File: src/source/spi_bridge_pkg.sv
`default_nettype none

package spi_bridge_pkg;

  // command bytes sent by the master
  typedef enum logic [7:0] {
    cmd_echo      = 8'h11,
    cmd_ram_write = 8'h12,
    cmd_ram_read  = 8'h13,
    cmd_gpio_dir  = 8'h14,
    cmd_gpio_data = 8'h15
  } cmd_opcode_e;

  localparam logic [7:0] ack_fill = 8'hff; // idle reply on miso

  localparam logic [7:0] ack_echo      = 8'h22;
  localparam logic [7:0] ack_ram_write = 8'h23;
  localparam logic [7:0] ack_ram_read  = 8'h24;
  localparam logic [7:0] ack_gpio_dir  = 8'h25;
  localparam logic [7:0] ack_gpio_data = 8'h26;

  typedef struct packed {
    logic [3:0] pad;  // ignored
    logic [3:0] pins;
  } gpio_nibble_t;

  // one received byte, read as opcode in idle or as pin nibble in the gpio states
  typedef union packed {
    cmd_opcode_e  opcode;
    gpio_nibble_t gpio;
    logic [7:0]   raw;
  } spi_byte_u;

  typedef enum logic [2:0] {
    op_none,
    op_ack,
    op_echo,
    op_set_addr,
    op_ram_write,
    op_ram_read,
    op_gpio_dir,
    op_gpio_data
  } exec_op_e;

  typedef struct packed {
    logic       valid; // one clk pulse
    exec_op_e   op;
    spi_byte_u  data;  // byte as received
    logic [7:0] ack;   // reply for op_ack
  } exec_req_t;

  typedef struct packed {
    logic       valid; // one clk pulse
    logic [7:0] data;  // next reply byte
  } exec_rsp_t;

endpackage

`default_nettype wire

File: src/source/spi_byte_rx.sv
`timescale 1ns/10ps
`default_nettype none

module spi_byte_rx (
  input  logic                      clk,
  input  logic                      arst_n,
  input  logic                      select_n,
  input  logic                      mclk,
  input  logic                      mosi,
  output logic                      miso,
  input  logic [7:0]                tx_byte,
  output spi_bridge_pkg::spi_byte_u rx_byte,
  output logic                      rx_done,
  output logic                      sel
);

  logic [1:0] select_sync;
  logic [2:0] mclk_sync;   // two sync stages, third one for edge detect
  logic [1:0] mosi_sync;
  logic       mclk_rise;
  logic       mclk_fall;
  logic [2:0] bit_cnt;     // rising edges seen in this byte
  logic [7:0] rx_shift;
  logic [7:0] tx_shift;

  always_ff @(posedge clk or negedge arst_n) begin
    if (!arst_n) begin
      select_sync <= 2'b11; // deselected
      mclk_sync   <= '0;
      mosi_sync   <= '0;
    end else begin
      select_sync <= {select_sync[0], select_n};
      mclk_sync   <= {mclk_sync[1:0], mclk};
      mosi_sync   <= {mosi_sync[0], mosi};
    end
  end

  assign sel       = ~select_sync[1];
  assign mclk_rise = mclk_sync[1] & ~mclk_sync[2];
  assign mclk_fall = ~mclk_sync[1] & mclk_sync[2];

  always_ff @(posedge clk or negedge arst_n) begin
    if (!arst_n) begin
      bit_cnt <= '0;
      rx_done <= 1'b0;
    end else begin
      rx_done <= 1'b0;
      if (!sel) begin
        bit_cnt <= '0;
      end else if (mclk_rise) begin
        bit_cnt <= bit_cnt + 3'd1; // wraps to 0 after the 8th bit
        rx_done <= (bit_cnt == 3'd7);
      end
    end
  end

  // msb first, mosi is stable around the rising edge
  always_ff @(posedge clk) begin
    if (sel && mclk_rise) begin
      rx_shift <= {rx_shift[6:0], mosi_sync[1]};
    end
  end

  assign rx_byte.raw = rx_shift;

  // reply side, changes on falling edges so the master samples on the next rise
  always_ff @(posedge clk) begin
    if (!sel) begin
      tx_shift <= tx_byte; // msb visible before the first rising edge
    end else if (mclk_fall) begin
      if (bit_cnt == 3'd0) begin
        tx_shift <= tx_byte; // byte boundary
      end else begin
        tx_shift <= {tx_shift[6:0], 1'b1};
      end
    end
  end

  assign miso = tx_shift[7];

endmodule

`default_nettype wire

File: src/source/cmd_decode.sv
`timescale 1ns/10ps
`default_nettype none

module cmd_decode (
  input  logic                      clk,
  input  logic                      arst_n,
  input  logic                      sel,
  input  logic                      rx_done,
  input  spi_bridge_pkg::spi_byte_u rx_byte,
  output spi_bridge_pkg::exec_req_t exec_req,
  output logic                      err
);

  import spi_bridge_pkg::*;

  typedef enum logic [3:0] {
    st_idle,
    st_error,
    st_echo,
    st_write_addr,
    st_write_data,
    st_read_addr,
    st_read_data,
    st_gpio_dir,
    st_gpio_data
  } state_e;

  state_e    state;
  state_e    state_nx;
  exec_req_t req_nx;

  always_comb begin
    state_nx     = state;
    req_nx.valid = 1'b1;
    req_nx.op    = op_none;
    req_nx.data  = rx_byte;
    req_nx.ack   = ack_fill;
    case (state)
      st_idle: begin
        req_nx.op = op_ack; // first byte is the command
        case (rx_byte.opcode)
          cmd_echo: begin
            state_nx   = st_echo;
            req_nx.ack = ack_echo;
          end
          cmd_ram_write: begin
            state_nx   = st_write_addr;
            req_nx.ack = ack_ram_write;
          end
          cmd_ram_read: begin
            state_nx   = st_read_addr;
            req_nx.ack = ack_ram_read;
          end
          cmd_gpio_dir: begin
            state_nx   = st_gpio_dir;
            req_nx.ack = ack_gpio_dir;
          end
          cmd_gpio_data: begin
            state_nx   = st_gpio_data;
            req_nx.ack = ack_gpio_data;
          end
          default: state_nx = st_error; // acked with fill
        endcase
      end
      st_echo:       req_nx.op = op_echo;
      st_write_addr: begin
        req_nx.op = op_set_addr;
        state_nx  = st_write_data;
      end
      st_write_data: req_nx.op = op_ram_write;
      st_read_addr: begin
        req_nx.op = op_set_addr; // reply for this byte is still fill
        state_nx  = st_read_data;
      end
      st_read_data:  req_nx.op = op_ram_read;
      st_gpio_dir:   req_nx.op = op_gpio_dir;
      st_gpio_data:  req_nx.op = op_gpio_data;
      default:       req_nx.valid = 1'b0; // stuck until deselect
    endcase
  end

  always_ff @(posedge clk or negedge arst_n) begin
    if (!arst_n) begin
      state    <= st_idle;
      exec_req <= '0;
    end else if (!sel) begin
      state          <= st_idle;
      exec_req.valid <= 1'b0;
    end else if (rx_done) begin
      state    <= state_nx;
      exec_req <= req_nx;
    end else begin
      exec_req.valid <= 1'b0;
    end
  end

  assign err = (state == st_error);

endmodule

`default_nettype wire

File: src/source/cmd_execute.sv
`timescale 1ns/10ps
`default_nettype none

module cmd_execute #(
  parameter int ram_depth = 256
) (
  input  logic                      clk,
  input  logic                      arst_n,
  input  logic                      sel,
  input  spi_bridge_pkg::exec_req_t exec_req,
  input  logic [3:0]                gpio_in,
  output logic [3:0]                gpio_out,
  output logic [3:0]                gpio_oe,
  output spi_bridge_pkg::exec_rsp_t exec_rsp
);

  import spi_bridge_pkg::*;

  localparam int addr_w = $clog2(ram_depth);

  logic [7:0]        ram [ram_depth];
  logic [addr_w-1:0] ptr;        // wraps at ram_depth
  logic [3:0]        gpio_meta;
  logic [3:0]        gpio_sync;

  always_ff @(posedge clk or negedge arst_n) begin
    if (!arst_n) begin
      gpio_meta <= '0;
      gpio_sync <= '0;
    end else begin
      gpio_meta <= gpio_in;
      gpio_sync <= gpio_meta;
    end
  end

  always_ff @(posedge clk or negedge arst_n) begin
    if (!arst_n) begin
      ptr      <= '0;
      gpio_oe  <= '0;
      gpio_out <= '0;
      exec_rsp <= '0;
    end else begin
      exec_rsp.valid <= exec_req.valid;
      if (exec_req.valid) begin
        case (exec_req.op)
          op_ack:  exec_rsp.data <= exec_req.ack;
          op_echo: exec_rsp.data <= exec_req.data.raw;
          op_set_addr: begin
            ptr           <= exec_req.data.raw[addr_w-1:0];
            exec_rsp.data <= ack_fill;
          end
          op_ram_write: begin
            ptr           <= ptr + addr_w'(1);
            exec_rsp.data <= ack_fill;
          end
          op_ram_read: begin
            ptr           <= ptr + addr_w'(1);
            exec_rsp.data <= ram[ptr];
          end
          op_gpio_dir: begin
            gpio_oe       <= exec_req.data.gpio.pins;
            exec_rsp.data <= ack_fill;
          end
          op_gpio_data: begin
            gpio_out      <= exec_req.data.gpio.pins;
            exec_rsp.data <= {4'h0, gpio_sync};
          end
          default: exec_rsp.data <= ack_fill;
        endcase
      end
      if (!sel) begin
        ptr <= '0; // next transaction starts at address 0
      end
    end
  end

  always_ff @(posedge clk) begin
    if (exec_req.valid && exec_req.op == op_ram_write) begin
      ram[ptr] <= exec_req.data.raw;
    end
  end

endmodule

`default_nettype wire

File: src/source/reply_result.sv
`timescale 1ns/10ps
`default_nettype none

module reply_result (
  input  logic                      clk,
  input  logic                      arst_n,
  input  logic                      sel,
  input  spi_bridge_pkg::exec_rsp_t exec_rsp,
  output logic [7:0]                tx_byte
);

  import spi_bridge_pkg::*;

  // held until the receiver picks it up at the byte boundary
  always_ff @(posedge clk or negedge arst_n) begin
    if (!arst_n) begin
      tx_byte <= ack_fill;
    end else if (!sel) begin
      tx_byte <= ack_fill; // first byte of a transaction replies fill
    end else if (exec_rsp.valid) begin
      tx_byte <= exec_rsp.data;
    end
  end

endmodule

`default_nettype wire

File: src/source/spi_bridge_top.sv
`timescale 1ns/10ps
`default_nettype none

module spi_bridge_top #(
  parameter int ram_depth = 256
) (
  input  logic       clk,
  input  logic       arst_n,
  input  logic       select_n,
  input  logic       mclk,
  input  logic       mosi,
  output logic       miso,
  output logic       err,
  input  logic [3:0] gpio_in,
  output logic [3:0] gpio_out,
  output logic [3:0] gpio_oe
);

  import spi_bridge_pkg::*;

  spi_byte_u  rx_byte;
  logic       rx_done;
  logic       sel;      // synchronized, high while selected
  exec_req_t  exec_req;
  exec_rsp_t  exec_rsp;
  logic [7:0] tx_byte;

  spi_byte_rx u_rx (
    .clk      (clk),
    .arst_n   (arst_n),
    .select_n (select_n),
    .mclk     (mclk),
    .mosi     (mosi),
    .miso     (miso),
    .tx_byte  (tx_byte),
    .rx_byte  (rx_byte),
    .rx_done  (rx_done),
    .sel      (sel)
  );

  cmd_decode u_decode (
    .clk      (clk),
    .arst_n   (arst_n),
    .sel      (sel),
    .rx_done  (rx_done),
    .rx_byte  (rx_byte),
    .exec_req (exec_req),
    .err      (err)
  );

  cmd_execute #(
    .ram_depth (ram_depth)
  ) u_execute (
    .clk      (clk),
    .arst_n   (arst_n),
    .sel      (sel),
    .exec_req (exec_req),
    .gpio_in  (gpio_in),
    .gpio_out (gpio_out),
    .gpio_oe  (gpio_oe),
    .exec_rsp (exec_rsp)
  );

  reply_result u_result (
    .clk      (clk),
    .arst_n   (arst_n),
    .sel      (sel),
    .exec_rsp (exec_rsp),
    .tx_byte  (tx_byte)
  );

endmodule

`default_nettype wire

File: config.mk
export PLATFORM = sky130hd
export DESIGN_NAME = spi_bridge_top
export DESIGN_NICKNAME = d
export VERILOG_FILES = /design/src/source/spi_bridge_pkg.sv /design/src/source/spi_byte_rx.sv /design/src/source/cmd_decode.sv /design/src/source/cmd_execute.sv /design/src/source/reply_result.sv /design/src/source/spi_bridge_top.sv
export SDC_FILE = /design/constraint.sdc
export NUM_CORES = 2
export LEC_CHECK = 0
export BUFFER_PORTS_ARGS = -buffer_cell sky130_fd_sc_hd__clkbuf_2
export CAP_MARGIN = 5
export CORE_MARGIN = 10
export CORE_UTILIZATION = 51
export DETAILED_ROUTE_END_ITERATION = 10
export GPL_TIMING_DRIVEN = 0
export PLACE_DENSITY = 0.73
export SLEW_MARGIN = 10
export SYNTH_ARGS = -nofsm -noshare
export SYNTH_HDL_FRONTEND = slang
export SYNTH_SLANG_ARGS = --single-unit
File: constraint.sdc
create_clock -name clk -period 5.45 [get_ports clk]
set_input_delay 0.2725 -clock clk [delete_from_list [all_inputs] [get_ports clk]]
set_output_delay 0.2725 -clock clk [all_outputs]
set_load 0.02 [all_outputs]
# == Yosys cells after proc, flatten, opt, wreduce, memory -nomap -nowiden ==
# Memories as Yosys holds them, arrays and structs flattened.
# Cells that the tools add are included.
# Widths: inputs -> output; s select.
# word_totals
input_bits,9
mem_bits_rw,2048
reg_bits,92
out_inout_bits,10
wordCells,93
n_memories,1
# memory_table
name,words,word_bits,read_ports,rd_clocked_by_memory_dff,wr,line,source
u_execute.ram,256,8,1,0,1,cmd_execute.sv:21,logic [7:0] ram [ram_depth];
# op_classes
reduce_logical,19
add_sub_neg,2
muxes,25
eq_ne,21
bitwise_logic,5
# op_table
operator,count
$mux 8,8
$eq 8x5->1 const B,5
$pmux 8 s5,1
$pmux 8 s4,1
$pmux 3 s7,1
$pmux 4 s5,1
$eq 4x3->1 const B,4
$pmux 8 s2,1
$eq 3x3->1 const B,5
$pmux 4 s3,1
$reduce_and 2->1,5
$reduce_bool 2->1,5
$add 8x1->8 const B,1
$eq 4x2->1 const B,2
$mux 4,2
$reduce_or 8->1,1
$mux 1,7
$eq 3x2->1 const B,2
$mux 3,2
$eq 4x1->1 const B,1
$eq 4x4->1 const B,1
$logic_not 4->1,1
$reduce_bool 4->1,1
$reduce_or 2->1,2
other kinds (7),11

# == Depth between registers and ports, before layout ==
# logic_depth
word_depth,5
depth_mapped,12
ltp_nobuf,7

# == By module ==
# Synthesis repeated with hierarchy kept, for this count alone.
# unflattened
cells_unflattened,4092
hier_area_um2,83490.1
# by_module_without_submodules
module,seq_area_each_um2,area_per_inst_um2,cells_each,n_inst
cmd_execute,62324.8,80998.9,3903,1
cmd_decode,525.5,1161.1,108,1
spi_byte_rx,758.2,994.7,55,1
reply_result,210.2,335.3,26,1

# == Worst setup path after synthesis ==
# OpenSTA, ideal clock, no wires.
# synth_timing
path_type,register to register
startpoint,"register, netlist name u_decode.exec_req[14]"
endpoint,"register, netlist name u_execute.exec_rsp[6]"
n_path_buf,0
path_slack_ns,1.157
synth_period_minus_slack_ns,4.293
arrival_time_ns,4.211
stages_incl_launch_ff,7
t_required_ns,5.368
setup_time_ns,0.082
cell_sequence,dfrtp_1 > nor2_1 > o21ai_0 > a221oi_1 > and3_1 > a31o_2 > a31oi_1
# synth_between
elab_chain_len,1
# synth_rtl
item,line,source
$pmux 8 s4,cmd_execute.sv:45,case (exec_req.op)
# Every way passes these cells.
# A chain may end at the register's enable or synchronous reset.

# == Worst setup path after layout ==
# layout_timing
startpoint,register u_execute.ptr[2]
endpoint,memory u_execute.ram[102][0] (enable)
# layout_rtl
item,line,source
start: declaration,cmd_execute.sv:22,logic [addr_w-1:0] ptr;
start signal: assignment,cmd_execute.sv:49,ptr <= exec_req.data.raw[addr_w-1:0];
start signal: assignment,cmd_execute.sv:53,ptr <= ptr + addr_w'(1);
start signal: assignment,cmd_execute.sv:57,ptr <= ptr + addr_w'(1);
end: declaration,cmd_execute.sv:21,
# No word-level cell before the write port.

==> results.yml <==
run_status:
  run_status: "complete, but fails checks"
  violations: "negative setup slack"
sta:
  timing.final.hold_violations: 0
  finalSetupViolations: 220
  worst_slack_ns: -0.171
  report.final.slew_viol_count: 0
  max_slew_margin: 0.0820
  timing.final.crit_period_ns: 5.62
  post-route-period-util: 1.03
  worst-slew-pin-transition_ns: 1.37
  grt_setup_unrepaired: "yes"
  final.setup_skew_ns: 0.0457
  achievable-frequency_mhz: 178
clock_tree:
  tritoncts_clock_tree: "built"
  clk-insertion-delay-late_ns: 0.88
  numCtsBuffers: 201
  clk_root_buf: "clkbuf_16"
  clockBufferDepth: 3
  cts_setup_buffers: 0
  h-tree-depth: 4
  clkSinkCount: 2137
  clk_pin_slew_ns: 0.06
power:
  power.static_leakage_nw: 34.0
  p_per_area_nw_per_um2: 339
  irDropWorstVdd_uv: 372
hold_path:
  worst_hold_path_type: "input port to register"
  timing.hold.worst_path_depth: 2
  hold_path_end: "u_rx.select_sync[0]$_DFF_PN1_"
  hold_start: "select_n"
yosys:
  synth-main-ff-cell: "edfxtp_1"
  distinct_cell_type_count_after_synthesis: 64
  synthesis.instances: 4087
  synth-seq-cells: 2137
  synth_top_area_cell: "edfxtp_1"
  leading_post_synthesis_cells_by_cell_area: "edfxtp_1 (74%), mux4_2 (12%), mux2i_1 (2.0%)"
  post_synth_edffs: 2064
  synth_fp_nets: 4103
  synth.cell_area_um2: 83500
  yosysWarnings: 0
  share_of_the_yosys_chip_area_belonging_to_registers: 0.764
  asyncSetResetFlopFracSynth: 0.0342
  netlist.area_leader.share: 0.742
  synthesis.area_per_instance_um2: 20.4
die:
  die_y_um: 425
  die_area_um2: 180000
  top_level_ports: 19
  floorplan.initialDensity: 0.513
  placeableCoreArea_um2: 163000
  placement_rows: 148
  chipWidth_um: 425
route:
  antenna_left: 0
  wl_um: 245000
  drt-wirelength-per-cell_um: 36.6
  drt-pass1-iter-count: 6
  detail_route.drc_violations: 0
  detailroute.via_count: 45100
  drt-vias-per-instance: 6.74
  detail_route.iter0.violations: 8279
worst_setup_path:
  timing_worst_setup_path_type: "register to register"
  timing.rr.start: "u_execute.ptr[2]$_DFFE_PN0P_"
  worst_reg2reg_path_endpoint: "u_execute.ram[102][0]$_DFFE_PP_"
  worstRegToRegCells: 8
  worstPathArrival_ns: 6.09
  maximum_fanout_encountered_on_the_critical_timing_path: 10
  required_ns: 5.92
  worstSetupStartpointType: "register"
  critical_path_capture_point_type: "register"
  worst-r2r-setup-slack_ns: -0.17
global_route:
  globalRoute.totalOverflow: 0
  grt.total_usage: 0.269
  grt_max_degree: 91
  via_count_of_the_first_global_routing_pass: 43600
  grt_antenna_before_repair: 8
  grt_first_pass_wirelength_um: 339000
place:
  port_buffers: 18
  detailed_place_hpwl_um: 162000
  preCtsSetupSlack_ns: -0.0374
  gp_routability_congestion: 0.972
  dp_cells: 6310
final_layout:
  drive_gt1_frac: 0.230
  area.growth.synth_to_final_pct: 12.3
  finish.net_count: 4364
  filler_cell_count: 11600
  layout.core_utilization: 0.576
  area.sequential_um2: 63800
  multiInputGateArea_um2: 18200
  finalNonFillerCells: 6697
flow_run:
  total_of_max_cap_violations: 0
final cells by class:
| type | count | share of cell area |
|---|---|---|
| diodes | 4 | 0.000107 |
| repair buffers | 58 | 0.00969 |
| inverters | 10 | 0.000400 |
| clock inverters | 113 | 0.0118 |
| well taps | 2175 | 0.0290 |
| multi-input cells | 1693 | 0.194 |
| plain buffers | 247 | 0.0168 |
| clock buffers | 260 | 0.0575 |
| flip-flops and latches | 2137 | 0.681 |
layer usage:
metal	routed length [um]	vias to the layer above	GRT usage
met3	36900	722	0.0975
met1	83600	23300	0.352
met2	108000	3750	0.390
li1	-	17400	-
met4	16600	12	0.152
met5	75	-	0
cells by family after synthesis:
family / after synthesis / share of synthesized area
and+or+nand+nor: 622 / 0.0325
AOI/OAI and AO/OA: 397 / 0.0342
muxes: 663 / 0.149
adders and majority gates: 7 / 0.00105
xor gates and xnor gates: 4 / 0.000420
buffers and inverters: 257 / 0.0191
DFF: 2137 / 0.764
sequential cells by signal, summed over array words and instances (netlist names), 8 cells and up:
| signal | count |
|---|---|
| u_execute.ram | 2048 |
| u_decode.exec_req | 17 |
| u_execute.exec_rsp | 9 |
| u_execute.ptr | 8 |
| u_result.tx_byte | 8 |
| u_rx.rx_byte | 8 |
| u_rx.tx_shift | 8 |
synthesized netlist by cell type (5+ instances only):
| cell | n |
|---|---|
| edfxtp_1 | 2064 |
| mux4_2 | 453 |
| nor2_1 | 327 |
| mux2i_1 | 171 |
| nand2_1 | 135 |
| a22oi_1 | 111 |
| clkbuf_1 | 87 |
| a21oi_1 | 72 |
| buf_2 | 66 |
| dfrtp_1 | 63 |
| buf_6 | 45 |
| buf_4 | 35 |
| mux2_2 | 35 |
| nand3_1 | 35 |
| a221oi_1 | 34 |
| o22ai_1 | 33 |
| o21ai_0 | 29 |
| nor2b_1 | 25 |
| nor3_1 | 19 |
| o221ai_1 | 17 |
| a211oi_1 | 16 |
| nand2b_1 | 16 |
| a22o_1 | 13 |
| o211ai_1 | 13 |
| nand4_1 | 12 |
| and2_1 | 11 |
| a31oi_1 | 10 |
| dfstp_2 | 10 |
| nand3b_1 | 10 |
| inv_1 | 9 |
| a211o_1 | 8 |
| buf_1 | 8 |
| a21o_1 | 7 |
| a221oi_2 | 7 |
| ha_1 | 7 |
| o2111ai_1 | 7 |
| and3_1 | 6 |
| o31ai_1 | 5 |
| or2_2 | 5 |
report_power, final:
| group | switching (mW) | internal, mW | leakage (nW) |
|---|---|---|---|
| logic | 0.0259 | 0.0143 | 5.91 |
| registers | 0.00469 | 17.7 | 24.9 |
| clock network | 6.15 | 7.80 | 3.18 |
through the flow:
step	power (mW)	hold slack, ns	TNS (ns)	area, um2
after floorplan	18.1	-0.0231	0	83500
after global placement	18.1	0.337	-4592.06	86300
after detailed placement	18.1	0.196	-0.293	87100
after CTS	31.7	0.0226	0	93700
after global routing	32.4	0.0586	-4.26	93700
final	31.7	0.0570	-15.80	93800
timing repair:
item | in CTS | in global routing
hold buffers | 10 | 0
setup endpoints to repair | 8 | 106
gates resized for setup | 1 | 3
hold endpoints to repair | 80 | 0
gates cloned | 0 | 0
worst max-delay path by stage:
stage,start,endpoint,slack [ns],cells past startpoint
6_report,u_execute.ptr[2]$_DFFE_PN0P_,u_execute.ram[102][0]$_DFFE_PP_,-0.17,8
5_1_grt,u_execute.ptr[0]$_DFFE_PN0P_,u_execute.ram[112][7]$_DFFE_PP_,-0.12,12
4_1_cts,u_execute.ptr[0]$_DFFE_PN0P_,u_execute.ram[176][7]$_DFFE_PP_,0.01,12
3_5_place_dp,u_execute.ptr[0]$_DFFE_PN0P_,u_execute.ram[96][0]$_DFFE_PP_,-0.04,12
3_3_place_gp,u_decode.exec_req[8]$_DFFE_PN0P_,u_execute.ram[156][0]$_DFFE_PP_,-2.52,0
2_1_floorplan,u_decode.exec_req[14]$_DFFE_PN0P_,u_execute.exec_rsp[6]$_DFFE_PN0P_,1.16,6
placed cells by master (no fill, tap or decap), types with 10 or more instances in the layout:
| cell type | count |
|---|---|
| dlygate4sd3_1 | 10 |
| and2_1 | 11 |
| nand2_1 | 135 |
| a21oi_1 | 72 |
| a22o_1 | 13 |
| o21ai_0 | 28 |
| dfrtp_1 | 55 |
| o221ai_1 | 17 |
| nand4_1 | 12 |
| nor3_1 | 13 |
| clkbuf_1 | 120 |
| buf_2 | 67 |
| dfstp_2 | 10 |
| mux4_2 | 453 |
| clkbuf_2 | 34 |
| nor2b_1 | 25 |
| buf_6 | 47 |
| clkinv_2 | 42 |
| nand3_1 | 35 |
| a31oi_1 | 10 |
| clkinv_1 | 35 |
| o22ai_1 | 33 |
| o211ai_1 | 13 |
| a22oi_1 | 111 |
| a211oi_1 | 16 |
| buf_4 | 37 |
| nand2b_1 | 16 |
| buf_16 | 21 |
| nor2_1 | 323 |
| mux2_2 | 35 |
| bufinv_16 | 17 |
| clkbuf_16 | 205 |
| mux2i_1 | 171 |
| edfxtp_1 | 2064 |
| a221oi_1 | 34 |
| nand3b_1 | 10 |
critical path: stages (launching register included):
cell and delay [ns]:
dfrtp_1 0.63, buf_2 0.40, buf_2 0.42, buf_2 0.57
nor2b_1 0.34, buf_2 0.41, nand2_1 0.74, clkbuf_2 0.72
nor2_1 0.91
No activity file was read; power rests on OpenSTA's default activity.
